--- src/logic/booth_pkg.sv ---
// booth digit struct, multiplier phase enum, default operand and stride sizes
package booth_pkg;

  // one radix-4 digit, value 0, +-1 or +-2
  typedef struct packed {
    logic negative;
    logic double;
    logic nonzero;
  } booth_digit_t;

  localparam int BOOTH_DIGIT_W = $bits(booth_digit_t);

  // phases of one multiply
  typedef enum logic [1:0] {
    IDLE,
    CALC,
    FINAL_ADD,
    DONE
  } mul_state_e;

  // operand width, multiplier bits per iteration, high-half adder chunk
  localparam int DEFAULT_WIDTH_P = 32;
  localparam int DEFAULT_STRIDE_P = 8;
  localparam int DEFAULT_CPA_STRIDE_P = 16;

endpackage

--- src/logic/booth_accumulator.sv ---
// multiplicand and digit queue, carry-save pair, low ripple fold and low result
`timescale 1ns/100ps

module booth_accumulator #(
  parameter int width_p = 32,
  parameter int stride_p = 8,
  parameter int cpa_stride_p = 16,
  localparam int csa_width_lp = stride_p + width_p + 4
) (
  input  logic clk_i,
  input  logic reset_i,
  input  logic start_i,
  input  logic calc_i,
  input  logic cpa_first_i,
  input  logic cpa_i,
  input  booth_pkg::booth_digit_t [width_p/2:0] digits_i,
  input  logic [width_p:0] opa_ext_i,
  input  logic [width_p+3:0] first_row_i,
  output logic [cpa_stride_p-1:0] chunk_a_o,
  output logic [cpa_stride_p-1:0] chunk_b_o,
  output logic tail_carry_o,
  output logic [width_p-1:0] result_low_o
);

  localparam int step_digits_lp = stride_p / 2;

  logic [width_p:0] opa_r;
  booth_pkg::booth_digit_t [width_p/2-1:0] queue_r;
  logic sign_fix_r;
  logic [csa_width_lp-1:0] sum_r;
  logic [csa_width_lp-1:0] carry_r;
  logic [width_p-1:0] result_low_r;
  logic [width_p-1:0] result_low_n;
  logic [csa_width_lp-1:0] step_sum;
  logic [csa_width_lp-1:0] step_carry;
  logic [stride_p:0] tail;

  booth_compress_step #(
    .width_p(width_p),
    .stride_p(stride_p)
  ) compress_i (
    .multiplicand_i(opa_r),
    .digits_i(queue_r[step_digits_lp-1:0]),
    .sum_i(sum_r),
    .carry_i(carry_r),
    .sign_fix_i(sign_fix_r),
    .sum_o(step_sum),
    .carry_o(step_carry)
  );

  // low bits of the pair are settled, resolve them here
  assign tail = {1'b0, sum_r[stride_p-1:0]} + {1'b0, carry_r[stride_p-1:0]};
  assign result_low_n = (result_low_r >> stride_p)
                      | (width_p'(tail[stride_p-1:0]) << (width_p - stride_p));

  always_ff @(posedge clk_i) begin
    if (reset_i) begin
      queue_r <= '0;
      sign_fix_r <= 1'b0;
    end else if (start_i) begin
      queue_r <= digits_i[width_p/2:1];
      sign_fix_r <= digits_i[0].negative;
    end else if (calc_i) begin
      queue_r <= queue_r >> (booth_pkg::BOOTH_DIGIT_W * step_digits_lp);
      sign_fix_r <= queue_r[step_digits_lp-1].negative;
    end
  end

  always_ff @(posedge clk_i) begin
    if (start_i) begin
      opa_r <= opa_ext_i;
      sum_r <= {first_row_i, {stride_p{1'b0}}};
      carry_r <= '0;
    end else if (calc_i) begin
      sum_r <= step_sum;
      // bit 0 of a shifted carry word is free for the fold carry
      carry_r <= {step_carry[csa_width_lp-1:1], tail[stride_p]};
      result_low_r <= result_low_n;
    end else if (cpa_i) begin
      sum_r <= sum_r >> cpa_stride_p;
      carry_r <= carry_r >> cpa_stride_p;
      // last fold of the final iteration
      if (cpa_first_i) begin
        result_low_r <= result_low_n;
      end
    end
  end

  assign chunk_a_o = sum_r[stride_p +: cpa_stride_p];
  assign chunk_b_o = carry_r[stride_p +: cpa_stride_p];
  assign tail_carry_o = tail[stride_p];
  assign result_low_o = result_low_r;

endmodule

--- src/logic/booth_compress_step.sv ---
// one iteration of booth rows plus the carry-save pair, reduced by 3:2 adders
`timescale 1ns/100ps

module booth_compress_step #(
  parameter int width_p = 32,
  parameter int stride_p = 8,
  localparam int csa_width_lp = stride_p + width_p + 4
) (
  input  logic [width_p:0] multiplicand_i,
  input  booth_pkg::booth_digit_t [stride_p/2-1:0] digits_i,
  input  logic [csa_width_lp-1:0] sum_i,
  input  logic [csa_width_lp-1:0] carry_i,
  input  logic sign_fix_i,
  output logic [csa_width_lp-1:0] sum_o,
  output logic [csa_width_lp-1:0] carry_o
);

  localparam int rows_lp = stride_p / 2;

  logic [rows_lp+1:0][csa_width_lp-1:0] ops;
  logic [rows_lp:0][csa_width_lp-1:0] sum_w;
  logic [rows_lp:0][csa_width_lp-1:0] carry_w;

  for (genvar i = 0; i < rows_lp; i++) begin : g_row
    logic [width_p+2:0] row;
    logic correction;

    booth_partial_product #(
      .width_p(width_p),
      .initial_p(1'b0)
    ) pp_i (
      .multiplicand_i(multiplicand_i),
      .digit_i(digits_i[i]),
      .row_o(row)
    );

    // plus one for the previous row's negation
    if (i == 0) begin : g_first
      assign correction = sign_fix_i;
    end else begin : g_next
      assign correction = digits_i[i-1].negative;
    end

    assign ops[i] = csa_width_lp'({row, 1'b0, correction}) << (2 * i);
  end

  // running pair, already folded below bit stride_p
  assign ops[rows_lp] = sum_i >> stride_p;
  assign ops[rows_lp+1] = carry_i >> stride_p;

  assign sum_w[0] = ops[0];
  assign carry_w[0] = ops[1];

  // chain of 3:2 adders, one operand per stage
  for (genvar k = 0; k < rows_lp; k++) begin : g_csa
    assign sum_w[k+1] = sum_w[k] ^ carry_w[k] ^ ops[k+2];
    assign carry_w[k+1] = ((sum_w[k] & carry_w[k])
                          | (sum_w[k] & ops[k+2])
                          | (carry_w[k] & ops[k+2])) << 1;
  end

  assign sum_o = sum_w[rows_lp];
  assign carry_o = carry_w[rows_lp];

endmodule

--- src/logic/booth_final_adder.sv ---
// carry-select adder building the high product half one chunk per cycle
`timescale 1ns/100ps

module booth_final_adder #(
  parameter int width_p = 32,
  parameter int cpa_stride_p = 16
) (
  input  logic clk_i,
  input  logic reset_i,
  input  logic cpa_first_i,
  input  logic cpa_i,
  input  logic [cpa_stride_p-1:0] chunk_a_i,
  input  logic [cpa_stride_p-1:0] chunk_b_i,
  input  logic tail_carry_i,
  output logic [width_p-1:0] result_high_o
);

  logic [cpa_stride_p:0] sum_zero;
  logic [cpa_stride_p:0] sum_one;
  logic [cpa_stride_p:0] sum_sel;
  logic carry_in;
  logic carry_r;
  logic [width_p-1:0] high_r;

  // both carry-in cases computed up front
  assign sum_zero = {1'b0, chunk_a_i} + {1'b0, chunk_b_i};
  assign sum_one = {1'b0, chunk_a_i} + {1'b0, chunk_b_i} + (cpa_stride_p + 1)'(1);

  // first chunk takes its carry from the low fold
  assign carry_in = cpa_first_i ? tail_carry_i : carry_r;
  assign sum_sel = carry_in ? sum_one : sum_zero;

  always_ff @(posedge clk_i) begin
    if (reset_i) begin
      carry_r <= 1'b0;
    end else if (cpa_i) begin
      carry_r <= sum_sel[cpa_stride_p];
    end
  end

  always_ff @(posedge clk_i) begin
    if (cpa_i) begin
      high_r <= (high_r >> cpa_stride_p)
              | (width_p'(sum_sel[cpa_stride_p-1:0]) << (width_p - cpa_stride_p));
    end
  end

  assign result_high_o = high_r;

endmodule

--- src/logic/booth_mul_control.sv ---
// phase FSM, iteration and final-add counters, handshake and datapath strobes
`timescale 1ns/100ps

module booth_mul_control #(
  parameter int calc_steps_p = 4,
  parameter int cpa_steps_p = 2
) (
  input  logic clk_i,
  input  logic reset_i,
  input  logic v_i,
  input  logic yumi_i,
  output logic ready_o,
  output logic v_o,
  output logic start_o,
  output logic calc_o,
  output logic cpa_first_o,
  output logic cpa_o
);

  localparam int calc_cnt_w_lp = (calc_steps_p > 1) ? $clog2(calc_steps_p) : 1;
  localparam int cpa_cnt_w_lp = (cpa_steps_p > 1) ? $clog2(cpa_steps_p) : 1;

  booth_pkg::mul_state_e state_r;
  booth_pkg::mul_state_e state_n;
  logic [calc_cnt_w_lp-1:0] calc_cnt_r;
  logic [cpa_cnt_w_lp-1:0] cpa_cnt_r;
  logic calc_last;
  logic cpa_last;

  assign calc_last = calc_cnt_r == calc_cnt_w_lp'(calc_steps_p - 1);
  assign cpa_last = cpa_cnt_r == cpa_cnt_w_lp'(cpa_steps_p - 1);

  always_comb begin
    state_n = state_r;
    unique case (state_r)
      booth_pkg::IDLE: begin
        if (v_i) begin
          state_n = booth_pkg::CALC;
        end
      end
      booth_pkg::CALC: begin
        if (calc_last) begin
          state_n = booth_pkg::FINAL_ADD;
        end
      end
      booth_pkg::FINAL_ADD: begin
        if (cpa_last) begin
          state_n = booth_pkg::DONE;
        end
      end
      booth_pkg::DONE: begin
        // result leaves only when the consumer takes it
        if (yumi_i) begin
          state_n = booth_pkg::IDLE;
        end
      end
      default: state_n = booth_pkg::IDLE;
    endcase
  end

  always_ff @(posedge clk_i) begin
    if (reset_i) begin
      state_r <= booth_pkg::IDLE;
      calc_cnt_r <= '0;
      cpa_cnt_r <= '0;
    end else begin
      state_r <= state_n;
      if (start_o) begin
        calc_cnt_r <= '0;
        cpa_cnt_r <= '0;
      end else if (calc_o) begin
        calc_cnt_r <= calc_cnt_r + 1'b1;
      end else if (cpa_o) begin
        cpa_cnt_r <= cpa_cnt_r + 1'b1;
      end
    end
  end

  assign ready_o = state_r == booth_pkg::IDLE;
  assign v_o = state_r == booth_pkg::DONE;
  assign start_o = ready_o & v_i;
  assign calc_o = state_r == booth_pkg::CALC;
  assign cpa_o = state_r == booth_pkg::FINAL_ADD;
  assign cpa_first_o = cpa_o & (cpa_cnt_r == '0);

endmodule

--- src/logic/booth_mul_iterative.sv ---
// iterative radix-4 booth multiplier top, controller and datapath chain
`timescale 1ns/100ps

module booth_mul_iterative #(
  parameter int width_p = booth_pkg::DEFAULT_WIDTH_P,
  parameter int stride_p = booth_pkg::DEFAULT_STRIDE_P,
  parameter int cpa_stride_p = booth_pkg::DEFAULT_CPA_STRIDE_P
) (
  input  logic clk_i,
  input  logic reset_i,
  input  logic [width_p-1:0] opa_i,
  input  logic [width_p-1:0] opb_i,
  input  logic signed_i,
  input  logic v_i,
  input  logic yumi_i,
  output logic ready_o,
  output logic [2*width_p-1:0] result_o,
  output logic v_o
);

  logic start;
  logic calc;
  logic cpa_first;
  logic cpa;
  booth_pkg::booth_digit_t [width_p/2:0] digits;
  logic [width_p:0] opa_ext;
  logic [width_p+3:0] first_row;
  logic [cpa_stride_p-1:0] chunk_a;
  logic [cpa_stride_p-1:0] chunk_b;
  logic tail_carry;
  logic [width_p-1:0] result_low;
  logic [width_p-1:0] result_high;

  booth_mul_control #(
    .calc_steps_p(width_p / stride_p),
    .cpa_steps_p(width_p / cpa_stride_p)
  ) control_i (
    .clk_i(clk_i),
    .reset_i(reset_i),
    .v_i(v_i),
    .yumi_i(yumi_i),
    .ready_o(ready_o),
    .v_o(v_o),
    .start_o(start),
    .calc_o(calc),
    .cpa_first_o(cpa_first),
    .cpa_o(cpa)
  );

  booth_recoder #(
    .width_p(width_p)
  ) recoder_i (
    .opa_i(opa_i),
    .opb_i(opb_i),
    .signed_i(signed_i),
    .digits_o(digits),
    .opa_ext_o(opa_ext),
    .first_row_o(first_row)
  );

  booth_accumulator #(
    .width_p(width_p),
    .stride_p(stride_p),
    .cpa_stride_p(cpa_stride_p)
  ) accumulator_i (
    .clk_i(clk_i),
    .reset_i(reset_i),
    .start_i(start),
    .calc_i(calc),
    .cpa_first_i(cpa_first),
    .cpa_i(cpa),
    .digits_i(digits),
    .opa_ext_i(opa_ext),
    .first_row_i(first_row),
    .chunk_a_o(chunk_a),
    .chunk_b_o(chunk_b),
    .tail_carry_o(tail_carry),
    .result_low_o(result_low)
  );

  booth_final_adder #(
    .width_p(width_p),
    .cpa_stride_p(cpa_stride_p)
  ) final_adder_i (
    .clk_i(clk_i),
    .reset_i(reset_i),
    .cpa_first_i(cpa_first),
    .cpa_i(cpa),
    .chunk_a_i(chunk_a),
    .chunk_b_i(chunk_b),
    .tail_carry_i(tail_carry),
    .result_high_o(result_high)
  );

  assign result_o = {result_high, result_low};

endmodule

--- src/logic/booth_partial_product.sv ---
// one booth partial product row with its sign-extension prefix
`timescale 1ns/100ps

module booth_partial_product #(
  parameter int width_p = 32,
  parameter bit initial_p = 1'b0
) (
  input  logic [width_p:0] multiplicand_i,
  input  booth_pkg::booth_digit_t digit_i,
  output logic [width_p+2+initial_p:0] row_o
);

  logic [width_p:0] inverted;
  logic [width_p:0] masked;
  logic [width_p:0] shifted;
  logic ext_sign;

  // the +1 of a negated row goes in below the next row
  assign inverted = digit_i.negative ? ~multiplicand_i : multiplicand_i;
  assign masked = digit_i.nonzero ? inverted : '0;
  // doubling shifts the negate bit in at the bottom
  assign shifted = digit_i.double ? {masked[width_p-1:0], digit_i.negative} : masked;
  // sign taken before the shift since 2A can need one more bit
  assign ext_sign = masked[width_p];

  if (initial_p) begin : g_leading
    assign row_o = {~ext_sign, ext_sign, ext_sign, shifted};
  end else begin : g_inner
    assign row_o = {1'b1, ~ext_sign, shifted};
  end

endmodule

--- src/logic/booth_recoder.sv ---
// operand sign extension, radix-4 digit recoding and leading partial product row
`timescale 1ns/100ps

module booth_recoder #(
  parameter int width_p = 32
) (
  input  logic [width_p-1:0] opa_i,
  input  logic [width_p-1:0] opb_i,
  input  logic signed_i,
  output booth_pkg::booth_digit_t [width_p/2:0] digits_o,
  output logic [width_p:0] opa_ext_o,
  output logic [width_p+3:0] first_row_o
);

  logic opb_sign;
  logic [width_p+2:0] opb_ext;

  // window is {b(2i+1), b(2i), b(2i-1)}
  function automatic booth_pkg::booth_digit_t encode(input logic [2:0] window);
    booth_pkg::booth_digit_t digit;
    digit.negative = window[2] & ~(window[1] & window[0]);
    digit.double = (window == 3'b011) | (window == 3'b100);
    digit.nonzero = (window != 3'b000) & (window != 3'b111);
    return digit;
  endfunction

  assign opb_sign = signed_i & opb_i[width_p-1];
  assign opb_ext = {opb_sign, opb_sign, opb_i, 1'b0};
  assign opa_ext_o = {signed_i & opa_i[width_p-1], opa_i};

  for (genvar i = 0; i <= width_p / 2; i++) begin : g_digit
    assign digits_o[i] = encode(opb_ext[2*i +: 3]);
  end

  // digit 0 starts the accumulation with the leading sign pattern
  booth_partial_product #(
    .width_p(width_p),
    .initial_p(1'b1)
  ) first_pp_i (
    .multiplicand_i(opa_ext_o),
    .digit_i(digits_o[0]),
    .row_o(first_row_o)
  );

endmodule
--- config.mk ---
export PLATFORM = sky130hd
export DESIGN_NAME = booth_mul_iterative
export DESIGN_NICKNAME = d
export VERILOG_FILES = /design/src/logic/booth_pkg.sv /design/src/logic/booth_accumulator.sv /design/src/logic/booth_compress_step.sv /design/src/logic/booth_final_adder.sv /design/src/logic/booth_mul_control.sv /design/src/logic/booth_mul_iterative.sv /design/src/logic/booth_partial_product.sv /design/src/logic/booth_recoder.sv
export SDC_FILE = /design/constraint.sdc
export NUM_CORES = 1
export LEC_CHECK = 0
export BUFFER_PORTS_ARGS = -buffer_cell sky130_fd_sc_hd__buf_4
export CAP_MARGIN = 5
export CORE_UTILIZATION = 40
export DETAILED_ROUTE_END_ITERATION = 8
export SLEW_MARGIN = 20
export SYNTH_ARGS = -nofsm -noshare
export SYNTH_HDL_FRONTEND = slang
export SYNTH_SLANG_ARGS = --single-unit
export TNS_END_PERCENT = 50
--- constraint.sdc ---
create_clock -name clk_i -period 5.5 [get_ports clk_i]
set_input_delay 0 -clock clk_i [delete_from_list [all_inputs] [get_ports clk_i]]
set_output_delay 0 -clock clk_i [all_outputs]
set_load 0.1 [all_outputs]
==> results_dict.tcl, run 1 <==
set metrics [dict create \
    core_area_mm2 0.0457 \
    drive_above_1_share_pct 11.2 \
    setup_viol_count_final 0 \
    hold_violations 0 \
    path_clk_slew_ns 0.06 \
    p_per_area_mw_per_mm2 635 \
    fin_area_mm2 0.0219 \
    instances_no_fill 2650 \
    crit_path_end_kind "flip-flop" \
    fillers 4227 \
    synth_cell_types 50 \
    r2r_setup_slack_ns 1.23 \
    dp_hpwl_mm 36.5 \
    rr_startpoint "accumulator_i.queue_r[7]" \
    grt-ovfl-total 0 \
    drt_iter0_drc 791 \
    ys_top_cells_by_count "mux2i_1 (204), inv_1 (153), xnor2_1 (153)" \
    viasPerCell 5.22 \
    grt_max_degree 97 \
    hold_buffers 95 \
    remaining_drc_errors 0 \
    cts_buffers 30 \
    fmax_mhz 234 \
    yosysWarnings 0 \
    nNetsFinal 2282 \
    synth.most_common_cell "mux2i_1" \
    ant_nets 0 \
    layout_min_cycle_time_ns 4.27 \
    clkSinkCount 239 \
    wl_per_cell_um 18.7 \
    synth_edf_count 133 \
    syn-instance-count 1927 \
    synthArstFlopShare_pct 0 \
    place_congestion 0.885 \
    synth.area.top_cells "edfxtp_1 (21%), fa_1 (14%), dfxtp_1 (11%), mux2i_1 (11%), xnor2_1 (7.2%)" \
    place_ws_ns 1.31 \
    synth_fp_nets 2182 \
    critPathCapture "accumulator_i.sum_r[28]" \
    antenna_found_initial 1 \
    clockBufferDepth 3 \
    port_buffers 134 \
    setup.worst_path.class "reg -> reg" \
    worst_setup_path_startpoint "accumulator_i.queue_r[7]" \
    place_area_mm2 0.0199 \
    multi_input_area_mm2 0.0112 \
    tightest_slew_ns 1.07 \
    io_pins 135 \
    drt_pass1_iterations 5 \
    seq_area_mm2 0.00613 \
    synth_flop_cell "edfxtp_1" \
    cts_setup_buffers 0 \
    hold_path.class "in -> reg" \
    grt_pass1_vias 13677 \
    routed_wl_mm 49.6 \
    outcome "finished clean" \
    dp.cells 2499 \
    cap_violations 0 \
    vdd_drop_max_v 0.000593 \
    yosysTopAreaCell "edfxtp_1" \
    worst_setup_path_start_kind "flip-flop" \
    report.final.slew_viol_count 0 \
    fin_skew_ns 0.0245 \
    cts_tree "done" \
    r2r_cells 11 \
    start_util_pct 40.8 \
    yosysTopAreaCellShare_pct 21.4 \
    crit_arrival_ns 4.56 \
    track_usage_pct 21.1 \
    rsz0062_at_grt "no" \
    worst_slack_ns 1.23 \
    tns_ns 0 \
    yosysSeqAreaShare_pct 32.8 \
    root_buffer "clkbuf_16" \
    die_w_um 218 \
    htreeDepth 1 \
    path_max_fanout 23 \
    cts_resized 0 \
    insertion_delay_ns 0.59 \
    syn_to_final_growth_pct 17.5 \
    finalCritPeriodShare_pct 77.6 \
    dieArea_mm2 0.0475 \
    critPathRequiredTime_ns 5.80 \
    syn_avg_cell_area_um2 9.68 \
    num_antenna_cells 0 \
    leakage_nw 8.20 \
    num_rows 78 \
    ys_ff_latch 239 \
    regToRegEndpoint "accumulator_i.sum_r[28]" \
    syn_area_mm2 0.0187 \
    max_slew_margin_pct 28.7 \
    post-route-util_pct 48.0 \
    die_h_um 218 \
    vias 13823 \
    grt_pass1_wl_mm 78.5 \
]
## worst max-delay path, cell delays in order (launching register included)
cell,delay (ns)
dfxtp_2,0.88
buf_4,0.33
mux2i_1,0.24
xnor2_1,0.08
and2_1,0.18
fa_1,0.55
inv_1,0.06
fa_1,0.51
fa_1,0.44
fa_1,0.49
nand3b_1,0.10
o21ai_0,0.10
## per-stage QoR
stage	total power, mW	hold WS (ns)
CTS	14.0	0.0180
finish	13.9	0.00122
global placement	11.5	0.197
floorplan	9.57	0.0989
detailed placement	11.7	0.197
global route	15.0	0.0652
## worst min-delay path by stage
stage	from	end	slack, ns	cells past startpoint
after detailed placement	opa_i[24]	accumulator_i.opa_r[24]	0.20	1
after CTS	v_i	control_i.state_r[1]	0.02	5
after global routing	opb_i[1]	accumulator_i.sign_fix_r	0.07	3
final	opb_i[1]	accumulator_i.sign_fix_r	0.001	3
after global placement	opa_i[28]	accumulator_i.opa_r[28]	0.20	1
after floorplan	opa_i[0]	accumulator_i.opa_r[0]	0.1	0
## registers in the layout, summed over array words and instances (netlist names), 2 cells and up
| register | count |
|---|---|
| accumulator_i.carry_r | 44 |
| accumulator_i.opa_r | 33 |
| accumulator_i.queue_r | 47 |
| accumulator_i.result_low_o | 32 |
| accumulator_i.sum_r | 44 |
| control_i.calc_cnt_r | 2 |
| control_i.state_r | 2 |
| final_adder_i.result_high_o | 32 |
## power by group
part,total [mW],leakage [nW],internal [mW],switching [mW]
sequential,3.56,2.14,2.73,0.829
combinational,8.22,5.54,3.38,4.83
clock,2.12,0.518,1.30,0.828
## routing by layer
metal | global-route usage, % | wire length [um] | up-vias
met2 | 35.4 | 24000 | 335
met3 | 2.11 | 2040 | 87
met5 | 0 | 0 | -
met4 | 6.60 | 1680 | 0
met1 | 28.4 | 21900 | 6737
li1 | - | - | 6664
## cell families (layout without fill, tap and decap cells)
| family | after synthesis | after routing | share of synthesized area [%] |
|---|---|---|---|
| simple gates | 485 | 485 | 13.2 |
| buf+inv | 341 | 464 | 7.34 |
| compound gates | 301 | 301 | 9.97 |
| flops | 239 | 239 | 32.8 |
| mux | 205 | 205 | 11.0 |
| fa+ha+maj | 186 | 186 | 17.7 |
| xor+xnor | 170 | 170 | 7.98 |
## final cells by class
class,instances,area share (%)
clock buffers,37,3.73
clock inverters,18,1.14
inverters,153,2.63
multi-input cells,1347,51.1
flip-flops and latches,239,28.0
well taps,600,3.43
repair buffers,256,10.0
## layout by cell type, fill, tap and decap left out, types with 97 or more instances in the layout
master	count
a21oi_1	107
fa_1	131
nor2_1	114
inv_1	151
nand2_1	132
xnor2_1	153
dfxtp_1	97
mux2i_1	204
edfxtp_1	133
buf_4	158
Note: power is estimated with default switching activity, not from simulation.
==> inputs of run 2 (changes only) <==
==> constraint.sdc (replaced) <==
create_clock -name clk_i -period 4.2 [get_ports clk_i]
set_input_delay 0 -clock clk_i [delete_from_list [all_inputs] [get_ports clk_i]]
set_output_delay 0 -clock clk_i [all_outputs]
set_load 0.1 [all_outputs]
==> results_dict.tcl, run 2 (synthesis gave the netlist of run 1 again) <==
set metrics [dict create \
    top_regs "accumulator_i.queue_r x47, accumulator_i.carry_r x44, accumulator_i.sum_r x44" \
    viasPerCell 5.21 \
    critPathRequiredTime_ns 4.47 \
    rr_startpoint "accumulator_i.queue_r[8]" \
    clkSinkCount 239 \
    worst_setup_path_startpoint "accumulator_i.queue_r[8]" \
    max_slew_margin_pct 32.6 \
    ant_nets 0 \
    grt_max_degree 88 \
    die_w_um 218 \
    insertion_delay_ns 0.58 \
    largest_reg_flops 47 \
    report.power.total_mw 18.1 \
    setup_viol_count_final 0 \
    track_usage_pct 21.3 \
    routed_wl_mm 50.0 \
    outcome "finished clean" \
    cap_violations 0 \
    hold_buffers 95 \
    fmax_mhz 260 \
    htreeDepth 1 \
    report.final.slew_viol_count 0 \
    place_congestion 0.881 \
    vdd_drop_max_v 0.000773 \
    drt_iter0_drc 713 \
    cts_buffers 29 \
    grt-ovfl-total 0 \
    cpMostUsedCell "fa_1" \
    path_clk_slew_ns 0.06 \
    path_cells "buf_4 > xnor2_1 > and2_1 > fa_1 > inv_1 > fa_1 > fa_1 > fa_1 > nand2_1 > o211ai_1 > o21ai_0" \
    io_pins 135 \
    cp.buffers_inverters 2 \
    path_delay_family "adder cells" \
    setup.worst_path.class "reg -> reg" \
    layout_min_cycle_time_ns 3.84 \
    regToRegEndpoint "accumulator_i.sum_r[16]" \
    vias 13820 \
    syn_to_final_growth_pct 17.7 \
    grt_pass1_vias 13846 \
    drive_above_1_share_pct 11.3 \
    wl_per_cell_um 18.8 \
    root_buffer "clkbuf_16" \
    hold_violations 0 \
    layout_common_cells "mux2i_1 (204), buf_4 (154), xnor2_1 (153)" \
    cp.depth 11 \
    core_area_mm2 0.0457 \
    p_per_area_mw_per_mm2 824 \
    cts_tree "done" \
    fin_skew_ns 0.0153 \
    whs_ns 0.0455 \
    grt_pass1_wl_mm 79.0 \
    regMostFlops "accumulator_i.queue_r" \
    r2r_cells 11 \
    antenna_found_initial 0 \
    path_max_fanout 14 \
    die_h_um 218 \
    remaining_drc_errors 0 \
    num_rows 78 \
    num_antenna_cells 0 \
    drt_pass1_iterations 4 \
    r2r_setup_slack_ns 0.36 \
    tns_ns 0 \
    tightest_slew_ns 1.01 \
    hold_path.class "in -> reg" \
    dp_hpwl_mm 35.8 \
    crit_slowest_cell "dfxtp_2" \
    cts_resized 0 \
    crit_arrival_ns 4.11 \
    worst_setup_path_start_kind "flip-flop" \
    critPathCapture "accumulator_i.sum_r[16]" \
    rsz0062_at_grt "no" \
    port_buffers 134 \
    slowest_delay_ns 0.68 \
    leakage_nw 8.21 \
    nNetsFinal 2287 \
    crit_path_end_kind "flip-flop" \
    clockBufferDepth 3 \
    start_util_pct 40.8 \
    finalCritPeriodShare_pct 91.4 \
    final_common_cell "mux2i_1" \
    cts_setup_buffers 0 \
    dieArea_mm2 0.0475 \
]
## run 2: cell types whose count changed in the layout (fill, tap and decap cells not counted), moves of 2 or more
cell,change
clkbuf_1,+3
clkinv_2,+2
buf_4,-4
bufinv_16,-4
clkbuf_8,+2
buf_12,+10
clkinvlp_4,-2
clkinv_4,-2
## run 2: layout make-up
class / instances / area (um^2)
fill: 4275 / 23700
clock buffer: 43 / 845
timing repair buffer: 262 / 2370
inverter: 153 / 576
tap: 600 / 751
multi-input combinational: 1347 / 11200
clock inverter: 11 / 105
sequential: 239 / 6130
## run 2: layer usage
| layer | vias to the layer above | share of wire [%] | track usage [%] |
|---|---|---|---|
| met4 | 0 | 2.3 | 5.50 |
| met2 | 275 | 48 | 35.8 |
| met3 | 59 | 4.3 | 3.08 |
| li1 | 6675 | - | - |
| met1 | 6811 | 45 | 28.5 |
| met5 | - | 0 | 0 |
## run 2: report_power, final
part	switching, mW	leakage, nW	internal (mW)
combinational	6.63	5.59	4.54
sequential	0.847	2.14	3.58
clock	1.06	0.477	1.46
## run 2: worst min-delay path by stage
stage	depth (start not counted)	to	slack (ns)	from
2_1_floorplan	0	accumulator_i.opa_r[0]	0.1	opa_i[0]
3_3_place_gp	1	accumulator_i.opa_r[13]	0.20	opa_i[13]
3_5_place_dp	1	accumulator_i.opa_r[13]	0.20	opa_i[13]
4_1_cts	5	control_i.state_r[0]	0.02	v_i
5_1_grt	3	accumulator_i.sign_fix_r	0.09	opb_i[1]
6_report	3	accumulator_i.sign_fix_r	0.05	opb_i[1]
## run 2: worst reg2reg max path, cell delays in order, from the launching register on
cell	delay (ns)
dfxtp_2	0.68
buf_4	0.25
xnor2_1	0.06
and2_1	0.17
fa_1	0.54
inv_1	0.05
fa_1	0.51
fa_1	0.45
fa_1	0.51
nand2_1	0.06
o211ai_1	0.11
o21ai_0	0.14
## run 2: per-stage QoR
| step | instances | setup slack, ns | utilization, % | area (um^2) |
|---|---|---|---|---|
| after global routing | 2655 | 0.181 | 48.1 | 22000 |
| after global placement | 2506 | 0.429 | 43.9 | 20100 |
| after detailed placement | 2506 | 0.380 | 43.9 | 20100 |
| final | 2655 | 0.361 | 48.1 | 22000 |
| after CTS | 2655 | 0.341 | 48.1 | 22000 |
| after floorplan | 1927 | 0.0763 | - | 18700 |
==> inputs of run 3 (changes only) <==
==> constraint.sdc (replaced) <==
create_clock -name clk_i -period 4.85 [get_ports clk_i]
set_input_delay 0 -clock clk_i [delete_from_list [all_inputs] [get_ports clk_i]]
set_output_delay 0 -clock clk_i [all_outputs]
set_load 0.1 [all_outputs]
==> results_dict.tcl, run 3 (synthesis gave the netlist of run 1 again) <==
set metrics [dict create \
    worst_setup_path_start_kind "flip-flop" \
    remaining_drc_errors 0 \
    cts_tree "done" \
    cts_setup_buffers 0 \
    hold_path.class "in -> reg" \
    antenna_found_initial 0 \
    grt_max_degree 92 \
    grt_pass1_vias 13672 \
    num_antenna_cells 0 \
    fmax_mhz 238 \
    port_buffers 134 \
    report.power.total_mw 15.6 \
    critPathRequiredTime_ns 5.14 \
    r2r_setup_slack_ns 0.65 \
    leakage_nw 8.21 \
    viasPerCell 5.22 \
    track_usage_pct 21.1 \
    finalCritPeriodShare_pct 86.6 \
    r2r_cells 12 \
    hold_buffers 107 \
    vdd_drop_max_v 0.000601 \
    rsz0062_at_grt "no" \
    drt_iter0_drc 857 \
    tightest_slew_ns 1.08 \
    num_rows 78 \
    clockBufferDepth 3 \
    tns_ns 0 \
    wl_per_cell_um 18.7 \
    place_area_mm2 0.0199 \
    io_pins 135 \
    grt_pass1_wl_mm 78.1 \
    whs_ns -0.00283 \
    largest_reg_flops 47 \
    start_util_pct 40.8 \
    final_common_cell "mux2i_1" \
    fin_area_mm2 0.0220 \
    die_w_um 218 \
    setup_viol_count_final 0 \
    clkSinkCount 239 \
    violations "negative hold slack" \
    path_clk_slew_ns 0.06 \
    syn_to_final_growth_pct 17.8 \
    setup.worst_path.class "reg -> reg" \
    max_slew_margin_pct 28.2 \
    crit_path_end_kind "flip-flop" \
    cts_resized 0 \
    htreeDepth 1 \
    root_buffer "clkbuf_16" \
    cap_violations 0 \
    path_max_fanout 21 \
    fin_skew_ns 0.0199 \
    die_h_um 218 \
    crit_arrival_ns 4.49 \
    report.final.slew_viol_count 0 \
    outcome "finished, violations left" \
    core_area_mm2 0.0457 \
    nNetsFinal 2290 \
    layout_common_cells "mux2i_1 (204), xnor2_1 (153), inv_1 (150), buf_4 (150), edfxtp_1 (133)" \
    hold_start "opb_i[1]" \
    regMostFlops "accumulator_i.queue_r" \
    rr_startpoint "accumulator_i.queue_r[7]" \
    drt_pass1_iterations 5 \
    place_congestion 0.905 \
    dieArea_mm2 0.0475 \
    dp_hpwl_mm 35.9 \
    cts_buffers 30 \
    worst_setup_path_startpoint "accumulator_i.queue_r[7]" \
    regToRegEndpoint "accumulator_i.sum_r[9]" \
    critPathCapture "accumulator_i.sum_r[9]" \
    ant_nets 0 \
    layout_min_cycle_time_ns 4.20 \
    vias 13868 \
    top_regs "accumulator_i.queue_r x47, accumulator_i.carry_r x44, accumulator_i.sum_r x44" \
    insertion_delay_ns 0.60 \
    p_per_area_mw_per_mm2 712 \
    grt-ovfl-total 0 \
    post-route-util_pct 48.1 \
    hold_violations 1 \
    routed_wl_mm 49.6 \
    drive_above_1_share_pct 10.8 \
]
[run 3: cell types whose count changed in the layout (fill, tap and decap cells not counted), moves of 3 or more]
cell and delta:
buf_4 -4, dlygate4sd3_1 +12, clkinv_1 +4, clkbuf_8 -3
clkbuf_1 -3, clkinvlp_4 +3, buf_12 -6
[run 3: final cells by class]
cell class,count,area [um^2]
Inverter,153,576
Clock buffer,35,779
Sequential cell,239,6130
Fill cell,4272,23700
Tap cell,600,751
Clock inverter,20,209
Timing Repair Buffer,264,2340
Multi-Input combinational cell,1347,11200
[run 3: worst max-delay path: stages (launching register included)]
cell and delay [ns]:
dfxtp_2 0.77, buf_4 0.28, mux2i_1 0.24, xnor2_1 0.09, and2_1 0.18, fa_1 0.53, inv_1 0.05, fa_1 0.50
fa_1 0.43, fa_1 0.50, nand2_1 0.07, o211ai_1 0.09, o21ai_0 0.15
[run 3: where the power goes]
| part | internal [mW] | switching, mW | total (mW) |
|---|---|---|---|
| sequential | 3.10 | 0.773 | 3.87 |
| clock | 1.31 | 0.946 | 2.26 |
| combinational | 3.87 | 5.65 | 9.52 |
[run 3: worst min-delay path by stage]
| stage | endpoint | slack [ns] | depth (start not counted) |
|---|---|---|---|
| finish | accumulator_i.sign_fix_r | -0.003 | 3 |
| global route | accumulator_i.sign_fix_r | 0.04 | 3 |
| CTS | accumulator_i.sign_fix_r | 0.03 | 3 |
| detailed placement | accumulator_i.opa_r[28] | 0.20 | 1 |
| global placement | accumulator_i.opa_r[13] | 0.20 | 1 |
| floorplan | accumulator_i.opa_r[0] | 0.1 | 0 |
[run 3: layer usage]
layer,up-vias,wire length (um),track usage [%]
met3,71,2050,2.27
met2,313,23900,35.5
li1,6685,-,-
met1,6799,22400,28.5
met5,-,0,0
met4,0,1350,5.99
[run 3: stage by stage]
step                setup WS [ns]  hold WS, ns  instances
floorplan                   0.726       0.0989       1927
global placement            0.795        0.196       2496
detailed placement          0.682        0.197       2496
CTS                         0.659       0.0252       2658
global route                0.470       0.0403       2658
finish                      0.650     -0.00283       2658
